`config.mk`:
```
export PLATFORM = sky130hd
export DESIGN_NAME = mmio
export DESIGN_NICKNAME = d
export VERILOG_FILES = /design/src/verilog/mmio_pkg.sv /design/src/verilog/uart_controller.sv /design/src/verilog/timer.sv /design/src/verilog/sound.sv /design/src/verilog/mmio.sv
export VERILOG_INCLUDE_DIRS = /design/src /design/src/verilog
export SDC_FILE = /design/constraint.sdc
export NUM_CORES = 1
export LEC_CHECK = 0
export BUFFER_PORTS_ARGS = -buffer_cell sky130_fd_sc_hd__buf_2
export CORE_MARGIN = 1
export CORE_UTILIZATION = 30
export DETAILED_ROUTE_END_ITERATION = 16
export GPL_ROUTABILITY_DRIVEN = 0
export SLEW_MARGIN = 20
export SYNTH_ARGS = -nofsm -noshare
export SYNTH_HDL_FRONTEND = slang
export SYNTH_SLANG_ARGS = --single-unit
```
`constraint.sdc`:
```
create_clock -name clk -period 3.7 [get_ports clk]
set_input_delay 0.555 -clock clk [delete_from_list [all_inputs] [get_ports clk]]
set_output_delay 0.555 -clock clk [all_outputs]
set_load 0.01 [all_outputs]
```
`src/verilog/mmio_consts.svh`:
```
// Byte addresses are {addr[14:0], byte_select}; UART bit time 2 or more, prescales 1 or more
`ifndef MMIO_CONSTS_SVH
`define MMIO_CONSTS_SVH

// Register map
`define LED_ADDR          16'hFF00
`define SWITCH_ADDR       16'hFF01
`define UART_DATA_ADDR    16'hFF02
`define UART_STATUS_ADDR  16'hFF03
`define TIMER_DATA_ADDR   16'hFF04
`define SOUND_DATA_ADDR   16'hFF06

// Reads at or above this count as serviced
`define IO_BASE           16'hFF00

// Clocks per UART bit
`define UART_CLKS_PER_BIT 8

// Clocks per timer tick
`define TIMER_PRESCALE    4

// Clocks per half-period unit of the tone
`define SOUND_PRESCALE    2

`endif

```
`src/verilog/mmio_pkg.sv`:
```
// Shared data and state types of the I/O block; the two UART FSMs use prefixed literals in one scope
package mmio_pkg;

    typedef logic [15:0] word_t;
    typedef logic [7:0]  byte_t;

    typedef enum logic [1:0] {
        TX_IDLE,
        TX_START,
        TX_DATA,
        TX_STOP
    } uart_tx_state_t;

    typedef enum logic [1:0] {
        RX_IDLE,
        RX_START,
        RX_DATA,
        RX_STOP
    } uart_rx_state_t;

    // Register picked by a decoded byte address
    typedef enum logic [2:0] {
        LEDS,
        SWITCHES,
        UART_DATA,
        UART_STATUS,
        TIMER,
        NONE
    } reg_sel_t;

endpackage

```
`src/verilog/uart_controller.sv`:
```
// 8N1 UART at a fixed bit time; one receive byte, no framing check, unread bytes get overwritten
`timescale 1ns/1ps
`include "mmio_consts.svh"

module uart_controller (
    input  logic            clk,
    input  logic            rst,
    input  logic            wr_en,
    input  logic            rd_en,
    input  mmio_pkg::word_t data_in,
    input  logic            rx,
    output mmio_pkg::byte_t data_out,
    output mmio_pkg::byte_t status_out,
    output logic            tx,
    output logic            uart_wait
);

    localparam int CNT_W = $clog2(`UART_CLKS_PER_BIT) + 1;
    localparam logic [CNT_W-1:0] BIT_LAST = CNT_W'(`UART_CLKS_PER_BIT - 1);
    localparam logic [CNT_W-1:0] BIT_HALF = CNT_W'(`UART_CLKS_PER_BIT / 2 - 1);

    mmio_pkg::uart_tx_state_t tx_state;
    logic [CNT_W-1:0]         tx_clk;
    logic [2:0]               tx_idx;
    mmio_pkg::byte_t          tx_shift;
    logic                     tx_load;
    logic                     tx_bit_end;

    mmio_pkg::uart_rx_state_t rx_state;
    logic [CNT_W-1:0]         rx_clk;
    logic [2:0]               rx_idx;
    mmio_pkg::byte_t          rx_shift;
    mmio_pkg::byte_t          rx_data;
    logic                     rx_meta;
    logic                     rx_s;
    logic                     rx_ready;
    logic                     rx_sample;
    logic                     rx_done;

    assign tx_load    = wr_en & (tx_state == mmio_pkg::TX_IDLE);
    assign tx_bit_end = (tx_clk == BIT_LAST);
    assign uart_wait  = wr_en & (tx_state != mmio_pkg::TX_IDLE);

    assign data_out   = rx_data;
    assign status_out = {6'b0, rx_ready, tx_state != mmio_pkg::TX_IDLE};

    // Transmit FSM, tx registered so the line never glitches
    always_ff @(posedge clk) begin
        if (rst) begin
            tx_state <= mmio_pkg::TX_IDLE;
            tx       <= 1'b1;
            tx_clk   <= '0;
            tx_idx   <= '0;
        end else begin
            case (tx_state)
                mmio_pkg::TX_IDLE: begin
                    if (tx_load) begin
                        tx       <= 1'b0;
                        tx_clk   <= '0;
                        tx_state <= mmio_pkg::TX_START;
                    end
                end
                mmio_pkg::TX_START: begin
                    if (tx_bit_end) begin
                        tx_clk   <= '0;
                        tx_idx   <= '0;
                        tx       <= tx_shift[0];
                        tx_state <= mmio_pkg::TX_DATA;
                    end else begin
                        tx_clk <= tx_clk + 1'b1;
                    end
                end
                mmio_pkg::TX_DATA: begin
                    if (tx_bit_end) begin
                        tx_clk <= '0;
                        tx_idx <= tx_idx + 1'b1;
                        if (tx_idx == 3'd7) begin
                            tx       <= 1'b1;
                            tx_state <= mmio_pkg::TX_STOP;
                        end else begin
                            tx <= tx_shift[1];
                        end
                    end else begin
                        tx_clk <= tx_clk + 1'b1;
                    end
                end
                default: begin
                    if (tx_bit_end) begin
                        tx_clk   <= '0;
                        tx_state <= mmio_pkg::TX_IDLE;
                    end else begin
                        tx_clk <= tx_clk + 1'b1;
                    end
                end
            endcase
        end
    end

    always_ff @(posedge clk) begin
        if (tx_load) begin
            tx_shift <= data_in[7:0];
        end else if (tx_state == mmio_pkg::TX_DATA && tx_bit_end) begin
            tx_shift <= {1'b0, tx_shift[7:1]};
        end
    end

    // Line idles high
    always_ff @(posedge clk) begin
        if (rst) begin
            rx_meta <= 1'b1;
            rx_s    <= 1'b1;
        end else begin
            rx_meta <= rx;
            rx_s    <= rx_meta;
        end
    end

    assign rx_sample = (rx_state == mmio_pkg::RX_DATA) && (rx_clk == BIT_LAST);
    assign rx_done   = (rx_state == mmio_pkg::RX_STOP) && (rx_clk == BIT_LAST);

    // Receive FSM, samples at mid-bit after a half-bit start check
    always_ff @(posedge clk) begin
        if (rst) begin
            rx_state <= mmio_pkg::RX_IDLE;
            rx_clk   <= '0;
            rx_idx   <= '0;
        end else begin
            case (rx_state)
                mmio_pkg::RX_IDLE: begin
                    rx_clk <= '0;
                    if (!rx_s) begin
                        rx_state <= mmio_pkg::RX_START;
                    end
                end
                mmio_pkg::RX_START: begin
                    if (rx_clk == BIT_HALF) begin
                        rx_clk   <= '0;
                        rx_idx   <= '0;
                        rx_state <= rx_s ? mmio_pkg::RX_IDLE : mmio_pkg::RX_DATA;
                    end else begin
                        rx_clk <= rx_clk + 1'b1;
                    end
                end
                mmio_pkg::RX_DATA: begin
                    if (rx_sample) begin
                        rx_clk <= '0;
                        rx_idx <= rx_idx + 1'b1;
                        if (rx_idx == 3'd7) begin
                            rx_state <= mmio_pkg::RX_STOP;
                        end
                    end else begin
                        rx_clk <= rx_clk + 1'b1;
                    end
                end
                default: begin
                    if (rx_done) begin
                        rx_clk   <= '0;
                        rx_state <= mmio_pkg::RX_IDLE;
                    end else begin
                        rx_clk <= rx_clk + 1'b1;
                    end
                end
            endcase
        end
    end

    always_ff @(posedge clk) begin
        if (rx_sample) begin
            rx_shift <= {rx_s, rx_shift[7:1]};
        end
    end

    // A finished byte wins over a read on the same edge
    always_ff @(posedge clk) begin
        if (rst) begin
            rx_ready <= 1'b0;
            rx_data  <= '0;
        end else if (rx_done) begin
            rx_ready <= 1'b1;
            rx_data  <= rx_shift;
        end else if (rd_en) begin
            rx_ready <= 1'b0;
        end
    end

    assert property (@(posedge clk) disable iff (rst)
        (tx_state == mmio_pkg::TX_IDLE) |-> tx)
    else $error("tx low while the transmitter is idle");

endmodule

```
`src/verilog/timer.sv`:
```
// 16-bit count, no compare or overflow event; a write reloads it and restarts the prescaler
`timescale 1ns/1ps
`include "mmio_consts.svh"

module timer (
    input  logic            clk,
    input  logic            rst,
    input  logic            wr_en,
    input  mmio_pkg::word_t data_in,
    output mmio_pkg::word_t data_out
);

    localparam int PRE_W = $clog2(`TIMER_PRESCALE) + 1;
    localparam logic [PRE_W-1:0] PRE_LAST = PRE_W'(`TIMER_PRESCALE - 1);

    logic [PRE_W-1:0] pre_cnt;
    mmio_pkg::word_t  count;

    assign data_out = count;

    always_ff @(posedge clk) begin
        if (rst) begin
            pre_cnt <= '0;
            count   <= '0;
        end else if (wr_en) begin
            pre_cnt <= '0;
            count   <= data_in;
        end else if (pre_cnt == PRE_LAST) begin
            pre_cnt <= '0;
            // Wraps at 16 bits
            count   <= count + 1'b1;
        end else begin
            pre_cnt <= pre_cnt + 1'b1;
        end
    end

endmodule

```
`src/verilog/sound.sv`:
```
// Square wave only with no envelope or mixing; bits 11:0 set the half period and bits 15:12 the level
`timescale 1ns/1ps
`include "mmio_consts.svh"

module sound (
    input  logic            clk,
    input  logic            rst,
    input  logic            wr_en,
    input  mmio_pkg::word_t data_in,
    output logic            snd_out,
    output logic [3:0]      snd_signals
);

    localparam int PRE_W = $clog2(`SOUND_PRESCALE) + 1;
    localparam logic [PRE_W-1:0] PRE_LAST = PRE_W'(`SOUND_PRESCALE - 1);

    logic [11:0]      period;
    logic [11:0]      half_cnt;
    logic [PRE_W-1:0] pre_cnt;

    always_ff @(posedge clk) begin
        if (rst) begin
            period      <= '0;
            snd_signals <= '0;
            snd_out     <= 1'b0;
            pre_cnt     <= '0;
            half_cnt    <= '0;
        end else if (wr_en) begin
            period      <= data_in[11:0];
            snd_signals <= data_in[15:12];
            // New tone restarts from low
            snd_out     <= 1'b0;
            pre_cnt     <= '0;
            half_cnt    <= '0;
        end else if (period == 12'd0) begin
            snd_out  <= 1'b0;
            pre_cnt  <= '0;
            half_cnt <= '0;
        end else if (pre_cnt == PRE_LAST) begin
            pre_cnt <= '0;
            if (half_cnt == period - 12'd1) begin
                half_cnt <= '0;
                snd_out  <= ~snd_out;
            end else begin
                half_cnt <= half_cnt + 12'd1;
            end
        end else begin
            pre_cnt <= pre_cnt + 1'b1;
        end
    end

    assert property (@(posedge clk) disable iff (rst)
        (period == 12'd0) |-> !snd_out)
    else $error("snd_out high with a zero period");

endmodule

```
`src/verilog/mmio.sv`:
```
// Reads return one cycle later and the CPU must hold a UART data write until mem_wait falls
`timescale 1ns/1ps
`include "mmio_consts.svh"

module mmio (
    input  logic            clk,
    input  logic            rst,
    input  logic            en,
    input  logic            write_enable,
    input  logic            byte_select,
    input  mmio_pkg::word_t addr,
    input  mmio_pkg::word_t data_in,
    input  logic [3:0]      switches,
    input  logic            rx,
    output mmio_pkg::word_t data_out,
    output logic [7:0]      led_out,
    output logic            serviced_read,
    output logic            tx,
    output logic            snd_out,
    output logic [3:0]      snd_signals,
    output logic            mem_wait
);

    mmio_pkg::word_t    real_addr;
    mmio_pkg::reg_sel_t sel;
    logic               rd_req;
    logic               wr_req;
    logic               wr_go;
    logic               led_wr_en;
    logic               uart_wr_en;
    logic               uart_rd_en;
    logic               timer_wr_en;
    logic               sound_wr_en;
    logic               uart_wait;
    mmio_pkg::byte_t    uart_data;
    mmio_pkg::byte_t    uart_status;
    mmio_pkg::word_t    timer_data;
    logic [3:0]         switch_meta;
    logic [3:0]         switch_sync;

    assign real_addr = {addr[14:0], byte_select};

    always_comb begin
        case (real_addr)
            `LED_ADDR:         sel = mmio_pkg::LEDS;
            `SWITCH_ADDR:      sel = mmio_pkg::SWITCHES;
            `UART_DATA_ADDR:   sel = mmio_pkg::UART_DATA;
            `UART_STATUS_ADDR: sel = mmio_pkg::UART_STATUS;
            `TIMER_DATA_ADDR:  sel = mmio_pkg::TIMER;
            default:           sel = mmio_pkg::NONE;
        endcase
    end

    assign rd_req = en & ~write_enable;
    assign wr_req = en & write_enable;
    // Writes held off while the CPU is stalled
    assign wr_go  = wr_req & ~mem_wait;

    assign led_wr_en   = wr_go & (sel == mmio_pkg::LEDS);
    // UART takes the raw request and accepts it only once idle
    assign uart_wr_en  = wr_req & (sel == mmio_pkg::UART_DATA);
    assign uart_rd_en  = rd_req & (sel == mmio_pkg::UART_DATA);
    assign timer_wr_en = wr_go & (sel == mmio_pkg::TIMER);
    assign sound_wr_en = wr_go & (real_addr == `SOUND_DATA_ADDR);

    assign mem_wait = uart_wait;

    always_ff @(posedge clk) begin
        if (rst) begin
            led_out <= '0;
        end else if (led_wr_en) begin
            led_out <= data_in[7:0];
        end
    end

    // Two-stage switch synchroniser
    always_ff @(posedge clk) begin
        switch_meta <= switches;
        switch_sync <= switch_meta;
    end

    always_ff @(posedge clk) begin
        if (rst) begin
            data_out      <= '0;
            serviced_read <= 1'b0;
        end else begin
            serviced_read <= rd_req & (real_addr >= `IO_BASE);
            if (rd_req) begin
                case (sel)
                    mmio_pkg::LEDS:        data_out <= {8'h00, led_out};
                    mmio_pkg::SWITCHES:    data_out <= {12'h000, switch_sync};
                    mmio_pkg::UART_DATA:   data_out <= {8'h00, uart_data};
                    mmio_pkg::UART_STATUS: data_out <= {8'h00, uart_status};
                    mmio_pkg::TIMER:       data_out <= timer_data;
                    default:               data_out <= '0;
                endcase
            end
        end
    end

    uart_controller uart (
        .clk        (clk),
        .rst        (rst),
        .wr_en      (uart_wr_en),
        .rd_en      (uart_rd_en),
        .data_in    (data_in),
        .rx         (rx),
        .data_out   (uart_data),
        .status_out (uart_status),
        .tx         (tx),
        .uart_wait  (uart_wait)
    );

    timer timer (
        .clk      (clk),
        .rst      (rst),
        .wr_en    (timer_wr_en),
        .data_in  (data_in),
        .data_out (timer_data)
    );

    sound sound (
        .clk         (clk),
        .rst         (rst),
        .wr_en       (sound_wr_en),
        .data_in     (data_in),
        .snd_out     (snd_out),
        .snd_signals (snd_signals)
    );

    assert property (@(posedge clk) disable iff (rst)
        serviced_read |-> $past(rd_req && (real_addr >= `IO_BASE)))
    else $error("serviced_read without an I/O read on the previous cycle");

    // A stall only comes from a UART data write to a busy transmitter
    assert property (@(posedge clk) disable iff (rst)
        mem_wait |-> (uart_wr_en && uart_status[0]))
    else $error("mem_wait without a UART data write to a busy transmitter");

    // Bus-written registers hold while the CPU is stalled
    assert property (@(posedge clk) disable iff (rst)
        mem_wait |=> ($stable(led_out) && $stable(snd_signals)))
    else $error("write taken while mem_wait is high");

endmodule

```
==> impl_metrics.yaml, run 1 <==
run_status:
  status: "finished, final reports clean"
route:
  dr.pass1.iters: 5
  drc: 0
  wl_um: 14220
  drtIter0Drc: 277
  wl_per_cell_um: 14.23
  viasPerCell: 4.895
  final_antenna_net_count: 0
  vias: 4890
placement:
  port_buffers: 72
  dp_cells: 967
  hpwl_um: 9925
critical_path:
  cp_slowest_stage_delay_ps: 530
  cp.required_ps: 3140
  crit_path_start_kind: "primary input"
  cp_num_buf_inv: 3
  cp-end-kind: "primary output"
  cp.depth: 7
  cp_slowest_cell: "or4_1"
  worstPathCellList: "buf_2, or4_1, or4_1, nor4_1, buf_4, and2_1, buf_2"
  cp.arrival_ps: 2440
  path_max_fanout: 4
  crit_family: "simple AND/OR/NAND/NOR gates"
  reg2reg_depth: 8
  worstSetupPathType: "primary input to primary output"
clocking:
  clock_path_buffers: 2
  post_cts_buffers: 0
  cts_made_buffers: 17
  cts_resized: 0
  clock-sinks: 129
  cts_tree: "yes"
  cts_htree_levels: 4
  cts_hold_buffers: 0
  clk_latency_ps: 430
  cts-root-buf: "clkbuf_16"
  clk_transition_reported_paths_ps: 60
floorplanning:
  start_util_pct: 31.08
  io_pins: 74
  die_area_um2: 20270
  rows: 50
  die_w_um: 142.4
  core_region_area_um2: 19020
  die_h_um: 142.4
timing:
  rsz0062_at_grt: "no"
  hold_viol_final: 0
  max_freq_ghz: 0.3334
  skew_ps: 8.103
  timing.hold.ws_ps: 228.8
  drv_slew: 0
  relSlewSlack_pct: 34.67
  setup_violations: 0
  setup_tns_ps: 0
  fin_crit_sh_pct: 81.07
  worst_pin_slew_ps: 977.0
  period_needed_ps: 3000
logic_synthesis:
  synth_cell_type_count: 58
  synth_edf_count: 16
  netlist_area_um2: 5911
  async_reset_ff_share_pct: 0
  ys_warn_count: 0
  ys_seq_area_share_pct: 46.40
  ys_ff_latch: 129
  synth.avg_cell_area_um2: 8.875
  syn_nets: 729
  synth_ff_type: "dfxtp_1"
  synthCells: 666
global_routing:
  grt_max_degree: 85
  grt_usage_pct: 14.90
  top_usage_layer: "met2"
  met2_usage_pct: 23.53
  grt_pass1_vias: 4611
  grt_overflow_total: 0
  grtUsageMet3_pct: 4.172
  gr-usage-met1_pct: 18.85
  grt_pass1_wl_um: 23140
  antenna_found_initial: 0
min_path:
  holdPathStages: 1
  hold_path.class: "primary input to flop"
final_layout:
  antenna_cells: 0
  filler_cell_count: 1951
  final_cell_mix: "dfxtp_1 (113), nand2_1 (102), buf_2 (72)"
  area_growth_syn_to_layout_pct: 20.66
  layout.nets: 789
  final_common_cell: "dfxtp_1"
  drive_gt1_share_pct: 17.86
  final_cells: 999
pwr:
  ir_drop_mv: 0.3476
  power_density_nw_per_um2: 470.5
  p_leak_nw: 2.646
flow_run:
  drv_cap: 0
[worst paths after layout]
| check | start | end | slack (ps) |
|---|---|---|---|
| worst max register to register | sound.period[0]$_SDFFE_PP0P_ | sound.half_cnt[6]$_SDFFE_PP0P_ | 850 |
| worst max-delay path | addr[4] | mem_wait | 700 |
| worst min register to register | switch_meta[2]$_DFF_P_ | switch_sync[2]$_DFF_P_ | 320 |
| worst min-delay path | switches[0] | switch_meta[0]$_DFF_P_ | 230 |
[per-layer routing]
| metal | share of wire [%] | vias to the layer above |
|---|---|---|
| met5 | 0 | - |
| met4 | 0.84 | 0 |
| met3 | 5.5 | 10 |
| met2 | 46 | 93 |
| met1 | 48 | 2292 |
| li1 | - | 2495 |
[power by group]
part / switching (W) / leakage [nW] / total [W] / internal, W
combinational: 0.0000760 / 1.31 / 0.000123 / 0.0000465
clock: 0.000660 / 0.309 / 0.00180 / 0.00114
sequential: 0.00000928 / 1.03 / 0.00144 / 0.00143
[cell type report]
class | instances | area, um^2 | area share (%)
Multi-Input combinational cell | 485 | 2973 | 41.68
Inverter | 16 | 60.06 | 0.8421
Tap cell | 260 | 325.3 | 4.561
Sequential cell | 129 | 2743 | 38.46
Timing Repair Buffer | 77 | 397.9 | 5.579
Clock inverter | 15 | 207.7 | 2.912
Clock buffer | 17 | 425.4 | 5.965
[cells by family (layout without fill, tap and decap cells)]
kind of cell / Yosys count / in the layout / synth area share [%]
mux: 17 / 17 / 3.451
simple gates: 275 / 275 / 22.29
buf+inv: 52 / 125 / 3.302
fa+ha+maj: 21 / 21 / 4.445
xor+xnor: 37 / 37 / 5.483
flops: 129 / 129 / 46.40
compound gates: 135 / 135 / 14.63
[stage by stage]
step,setup WS [ps],area (um^2),util (%),power (W)
global route,593.7,7132,37.50,0.003481
floorplan,833.8,5911,-,0.001537
global placement,587.2,6499,34.17,0.001589
detailed placement,532.7,6499,34.17,0.001591
finish,700.3,7132,37.50,0.003356
CTS,682.3,7132,37.50,0.003395
[sequential cells by signal (all words and copies together) (netlist names), 4 cells and up]
register / cells
data_out: 16
timer.data_out: 16
sound.half_cnt: 12
sound.period: 12
led_out: 8
uart.data_out: 8
uart.rx_shift: 8
uart.tx_shift: 8
sound.snd_signals: 4
switch_meta: 4
switch_sync: 4
uart.rx_clk: 4
uart.tx_clk: 4
[worst register-to-register path: cells and delay by family, from the launching register on]
kind / cells / cell delay (ps)
buffers and inverters: 1 / 100
DFF: 1 / 360
AOI/OAI and AO/OA: 2 / 390
and+or+nand+nor: 4 / 1590
adders and majority gates: 1 / 280
[cells in the mapped netlist, drive strengths merged, types with 3 or more instances]
cell | n | area share (%)
dfxtp | 113 | 38
nand2 | 102 | 6.5
a21oi | 61 | 5.2
nor2 | 57 | 3.6
clkbuf | 34 | 2.2
nand3 | 24 | 2.0
ha | 21 | 4.4
nor3 | 20 | 1.9
xnor2 | 20 | 3.0
a211oi | 17 | 2.2
xor2 | 17 | 2.5
edfxtp | 16 | 8.1
inv | 16 | 1.0
and3 | 12 | 1.3
o21ai | 12 | 1.0
nand4 | 11 | 1.2
nor2b | 9 | 0.95
mux2i | 8 | 1.4
mux2 | 7 | 1.3
a22oi | 6 | 0.76
and2 | 6 | 0.64
nor4 | 6 | 0.64
or2 | 6 | 0.64
or4 | 5 | 0.70
o2bb2ai | 4 | 0.59
a311oi | 3 | 0.44
a31oi | 3 | 0.32
nor3b | 3 | 0.38
o211ai | 3 | 0.38
or3 | 3 | 0.32
or4b | 3 | 0.51
Note: power is estimated with default switching activity, not from simulation.
==> run 2: changes to the inputs <==
- clock period: 3.7 -> 2.6 ns (I/O delays scaled with it)
==> run 2 against run 1 <==
  * First-iteration DRC count increased by 18%
  * Combinational power up 45%
  * Largest power group unchanged
  * Setup slack got worse by 630 ps
  * Global-route usage is 0.22 points higher
==> impl_metrics.yaml, run 2 (same netlist as run 1, synthesis figures left out) <==
route:
  dr.pass1.iters: 5
  wl_per_cell_um: 14.23
  drc: 0
  vias: 5033
  viasPerCell: 4.877
  final_antenna_net_count: 0
  drtIter0Drc: 327
  wl_um: 14680
final_layout:
  final_common_cell: "dfxtp_1"
  regArea_um2: 2743
  final_cell_mix: "dfxtp_1 (113), nand2_1 (101), buf_2 (72)"
  design_area_um2: 7442
  reg_top3: "data_out x16, timer.data_out x16"
  filler_cell_count: 1939
  layout.nets: 822
  multi_input_area_um2: 3095
  area_growth_syn_to_layout_pct: 25.91
  drive_gt1_share_pct: 23.45
  antenna_cells: 0
critical_path:
  cp_slowest_stage_delay_ps: 560
  reg2reg_depth: 6
  worstPathCellList: "or4_4, or3_4, a2111oi_4, o32ai_4, or4_4, a21oi_2"
  worstSetupPathType: "flop to flop"
  regToRegSetupSlack_ps: 70
  cpMostUsedCell: "or4_4"
  crit_path_start_kind: "flop"
  path_max_fanout: 5
  cp-end-kind: "flop"
  cp.required_ps: 2960
  cp.arrival_ps: 2890
  cp_slowest_cell: "or4_4"
  crit-reg2reg-launch: "sound.period[6]$_SDFFE_PP0P_"
  r2r_end: "sound.snd_out$_SDFFE_PP0P_"
timing:
  hold_viol_final: 0
  rsz0062_at_grt: "yes"
  worst_pin_slew_ps: 892.0
  fin_crit_sh_pct: 97.32
  max_freq_ghz: 0.3952
  setup_violations: 0
  setup_tns_ps: 0
  skew_ps: 7.300
  period_needed_ps: 2530
  drv_slew: 0
  relSlewSlack_pct: 40.54
clocking:
  clock-sinks: 129
  clk_latency_ps: 420
  cts_tree: "yes"
  cts_htree_levels: 4
  clock_path_buffers: 2
  cts_hold_buffers: 0
  clk_transition_reported_paths_ps: 70
  cts-root-buf: "clkbuf_16"
  cts_made_buffers: 17
floorplanning:
  die_area_um2: 20270
  io_pins: 74
  die_h_um: 142.4
  start_util_pct: 31.08
  rows: 50
  core_region_area_um2: 19020
  die_w_um: 142.4
min_path:
  holdPathStages: 1
  hold_start: "switches[3]"
  hold_end: "switch_meta[3]$_DFF_P_"
  hold_path.class: "primary input to flop"
placement:
  place_area_um2: 6728
  hpwl_um: 10480
  port_buffers: 72
global_routing:
  antenna_found_initial: 0
  grt_pass1_vias: 4747
  grt_usage_pct: 15.12
  grt_pass1_wl_um: 23690
  grt_overflow_total: 0
  grt_max_degree: 85
pwr:
  p_leak_nw: 2.807
  ir_drop_mv: 0.5008
  power_density_nw_per_um2: 605.4
flow_run:
  drv_cap: 0
run_status:
  status: "finished, final reports clean"
## run 2: cell types whose count changed in the layout (fill, tap and decap cells not counted), moves of 3 or more
| cell | change |
|---|---|
| inv_6 | +4 |
| or4_1 | -4 |
| buf_4 | +32 |
| or4_4 | +4 |
| inv_8 | +3 |
| bufinv_16 | -4 |
## run 2: worst max-delay path: cells and delay by family (launching register included)
family	cells	cell delay, ps
AND/OR/NAND/NOR	3	1510
AO/OA/AOI/OAI	3	660
flip-flops	1	310
## run 2: where the power goes
group	switching, W	internal [W]
clock	0.00102	0.00126
sequential	0.0000132	0.00203
combinational	0.000111	0.0000672
total	0.00114	0.00336
## run 2: per-stage QoR
step | cells | power, W | worst slack [ps] | hold WS, ps | utilization, %
after floorplan | 666 | 0.002188 | 9.272 | 309.6 | -
after global placement | 993 | 0.002264 | -47.04 | 312.3 | 35.38
after detailed placement | 993 | 0.002265 | -51.26 | 315.7 | 35.38
after CTS | 1026 | 0.004554 | 18.25 | 42.25 | 38.45
after global routing | 1032 | 0.004663 | -24.76 | 38.42 | 39.13
final | 1032 | 0.004506 | 69.81 | 59.34 | 39.13
## run 2: worst max-delay path by stage
stage | startpoint | end
final | sound.period[6]$_SDFFE_PP0P_ | sound.snd_out$_SDFFE_PP0P_
after detailed placement | addr[4] | led_out[3]$_SDFFE_PP0P_
after global placement | addr[4] | led_out[5]$_SDFFE_PP0P_
after global routing | sound.period[6]$_SDFFE_PP0P_ | sound.snd_out$_SDFFE_PP0P_
after floorplan | addr[4] | uart.tx_shift[0]$_DFFE_PP_
after CTS | sound.period[0]$_SDFFE_PP0P_ | sound.snd_out$_SDFFE_PP0P_
## run 2: what timing repair did
action,in CTS,in global routing
setup buffers,1,6
endpoints found under the setup margin,9,14
pin swaps,1,8
gates resized for setup,4,17
## run 2: cell type report
| type | instances | area share [%] |
|---|---|---|
| Multi-Input combinational cell | 485 | 41.59 |
| Inverter | 16 | 0.8070 |
| Clock inverter | 15 | 1.816 |
| Sequential cell | 129 | 36.85 |
| Clock buffer | 17 | 5.716 |
| Timing Repair Buffer | 110 | 8.843 |
| Tap cell | 260 | 4.371 |
## run 2: routing by layer
metal	vias up	GRT usage (%)	wire length [um]
li1	2555	-	-
met2	81	24.95	7004
met3	19	3.769	562
met5	-	0	0
met4	0	6.169	243
met1	2378	18.77	6870
==> run 3: changes to the inputs <==
- CORE_UTILIZATION: 30 -> 50
- PLACE_DENSITY: default -> 0.72
==> run 3 against run 2 <==
  * Combinational power about the same
  * Maximum frequency shrank 1.3%
  * Clock power is 5% lower
  * Clock-buffer cell count grew 1
  * Global-route usage increased by 8.9 points
  * Non-clock buffer count decreased by 8
  * Worst hold slack improved by 6.4 ps
  * Largest power group unchanged
==> impl_metrics.yaml, run 3 (same netlist as run 1, synthesis figures left out) <==
placement:
  hpwl_um: 10010
  dp_slack_ps: -69.59
  port_buffers: 72
  dp_cells: 870
clocking:
  clk_transition_reported_paths_ps: 60
  cts_made_buffers: 17
  cts-root-buf: "clkbuf_16"
  cts_htree_levels: 4
  clock-sinks: 129
  cts_tree: "yes"
  clock_path_buffers: 2
  clk_latency_ps: 420
  cts_hold_buffers: 0
pwr:
  power_density_nw_per_um2: 607.8
  p_leak_nw: 2.778
  ir_drop_mv: 0.5693
timing:
  setup_ws_ps: 36.16
  fin_crit_sh_pct: 98.61
  period_needed_ps: 2564
  drv_slew: 0
  setup_tns_ps: 0
  hold_viol_final: 0
  setup_violations: 0
  worst_pin_slew_ps: 616.8
  skew_ps: 8.198
  rsz0062_at_grt: "yes"
  max_freq_ghz: 0.3900
  relSlewSlack_pct: 58.88
route:
  final_antenna_net_count: 0
  wl_per_cell_um: 15.74
  vias: 5194
  viasPerCell: 5.727
  drc: 0
  dr.pass1.iters: 6
  drtIter0Drc: 284
  wl_um: 14270
final_layout:
  reg_top3: "data_out x16, timer.data_out x16"
  layout.nets: 814
  antenna_cells: 0
  final_cell_mix: "dfxtp_1 (111), nand2_1 (101), buf_2 (72)"
  drive_gt1_share_pct: 23.04
  area_growth_syn_to_layout_pct: 22.35
  final_cells: 907
  final_common_cell: "dfxtp_1"
critical_path:
  regToRegSetupSlack_ps: 40
  cp_slowest_cell: "or4_4"
  crit_path_start_kind: "primary input"
  cp.arrival_ps: 2170
  cp.required_ps: 2210
  worstSetupPathType: "primary input to primary output"
  crit_family: "simple AND/OR/NAND/NOR gates"
  cp_num_buf_inv: 3
  worstPathCellList: "buf_2, or4_4, or4_4, nor4_4, buf_4, and2_4, buf_2"
  path_max_fanout: 4
  cp-end-kind: "primary output"
  cp_slowest_stage_delay_ps: 600
global_routing:
  grt_pass1_vias: 4959
  antenna_found_initial: 0
  grt_max_degree: 34
  grt_overflow_total: 0
  grt_usage_pct: 24.02
  grt_pass1_wl_um: 23540
floorplanning:
  die_h_um: 110.7
  io_pins: 74
  core_region_area_um2: 11470
  die_w_um: 110.7
  die_area_um2: 12260
  start_util_pct: 51.54
  rows: 39
min_path:
  hold_path.class: "primary input to flop"
flow_run:
  drv_cap: 0
run_status:
  status: "finished, final reports clean"
## run 3: changes by cell type in the layout (fill, tap and decap cells not counted), moves of 2 or more
| cell | before | now |
|---|---|---|
| inv_8 | 3 | 0 |
| buf_4 | 37 | 28 |
| clkinv_4 | 2 | 4 |
| clkinv_2 | 0 | 3 |
| dfxtp_1 | 113 | 111 |
| dfxtp_2 | 0 | 2 |
| inv_6 | 8 | 5 |
## run 3: stage by stage
stage	utilization [%]	cell area, um^2	hold slack (ps)	total power (W)
after floorplan	-	5932	309.6	0.002188
final	63.07	7232	65.79	0.004396
after detailed placement	57.00	6536	314.4	0.002264
after global routing	63.07	7232	51.74	0.004527
after CTS	61.93	7102	54.53	0.004420
after global placement	57.00	6536	310.4	0.002255
## run 3: area by class of cell
cell class | instances | area [um^2]
Inverter | 16 | 60.06
Clock buffer | 18 | 429.2
Clock inverter | 14 | 108.9
Timing Repair Buffer | 102 | 601.8
Fill cell | 947 | 4235
Tap cell | 143 | 178.9
Multi-Input combinational cell | 485 | 3108
Sequential cell | 129 | 2745
## run 3: metal layers
metal | share of wire (%) | GRT usage (%) | routed length, um | vias to the layer above
met1 | 45 | 29.87 | 6426 | 2468
li1 | - | - | - | 2537
met3 | 4.8 | 6.288 | 688 | 33
met4 | 2.8 | 11.56 | 400 | 0
met2 | 47 | 38.76 | 6758 | 156
met5 | 0 | 0 | 0 | -
## run 3: report_power, final
part	leakage (nW)	total (W)	internal [W]	switching (W)
combinational	1.48	0.000179	0.0000678	0.000111
clock	0.262	0.00217	0.00123	0.000941
sequential	1.03	0.00205	0.00203	0.0000132
total	2.78	0.00440	0.00333	0.00107
## run 3: path summary, 6_finish.rpt
| check | start | to | cells past startpoint |
|---|---|---|---|
| setup / recovery | addr[4] | mem_wait | 7 |
| hold / removal | switches[2] | switch_meta[2]$_DFF_P_ | 1 |
| setup reg to reg | sound.period[5]$_SDFFE_PP0P_ | sound.snd_out$_SDFFE_PP0P_ | 6 |
| hold reg to reg | switch_meta[1]$_DFF_P_ | switch_sync[1]$_DFF_P_ | 0 |
## run 3: what timing repair did
item | in CTS | in global routing
endpoints found under the setup margin | 11 | 11
buffers inserted | 0 | 5
resized for setup | 6 | 19
pin swaps | 0 | 8
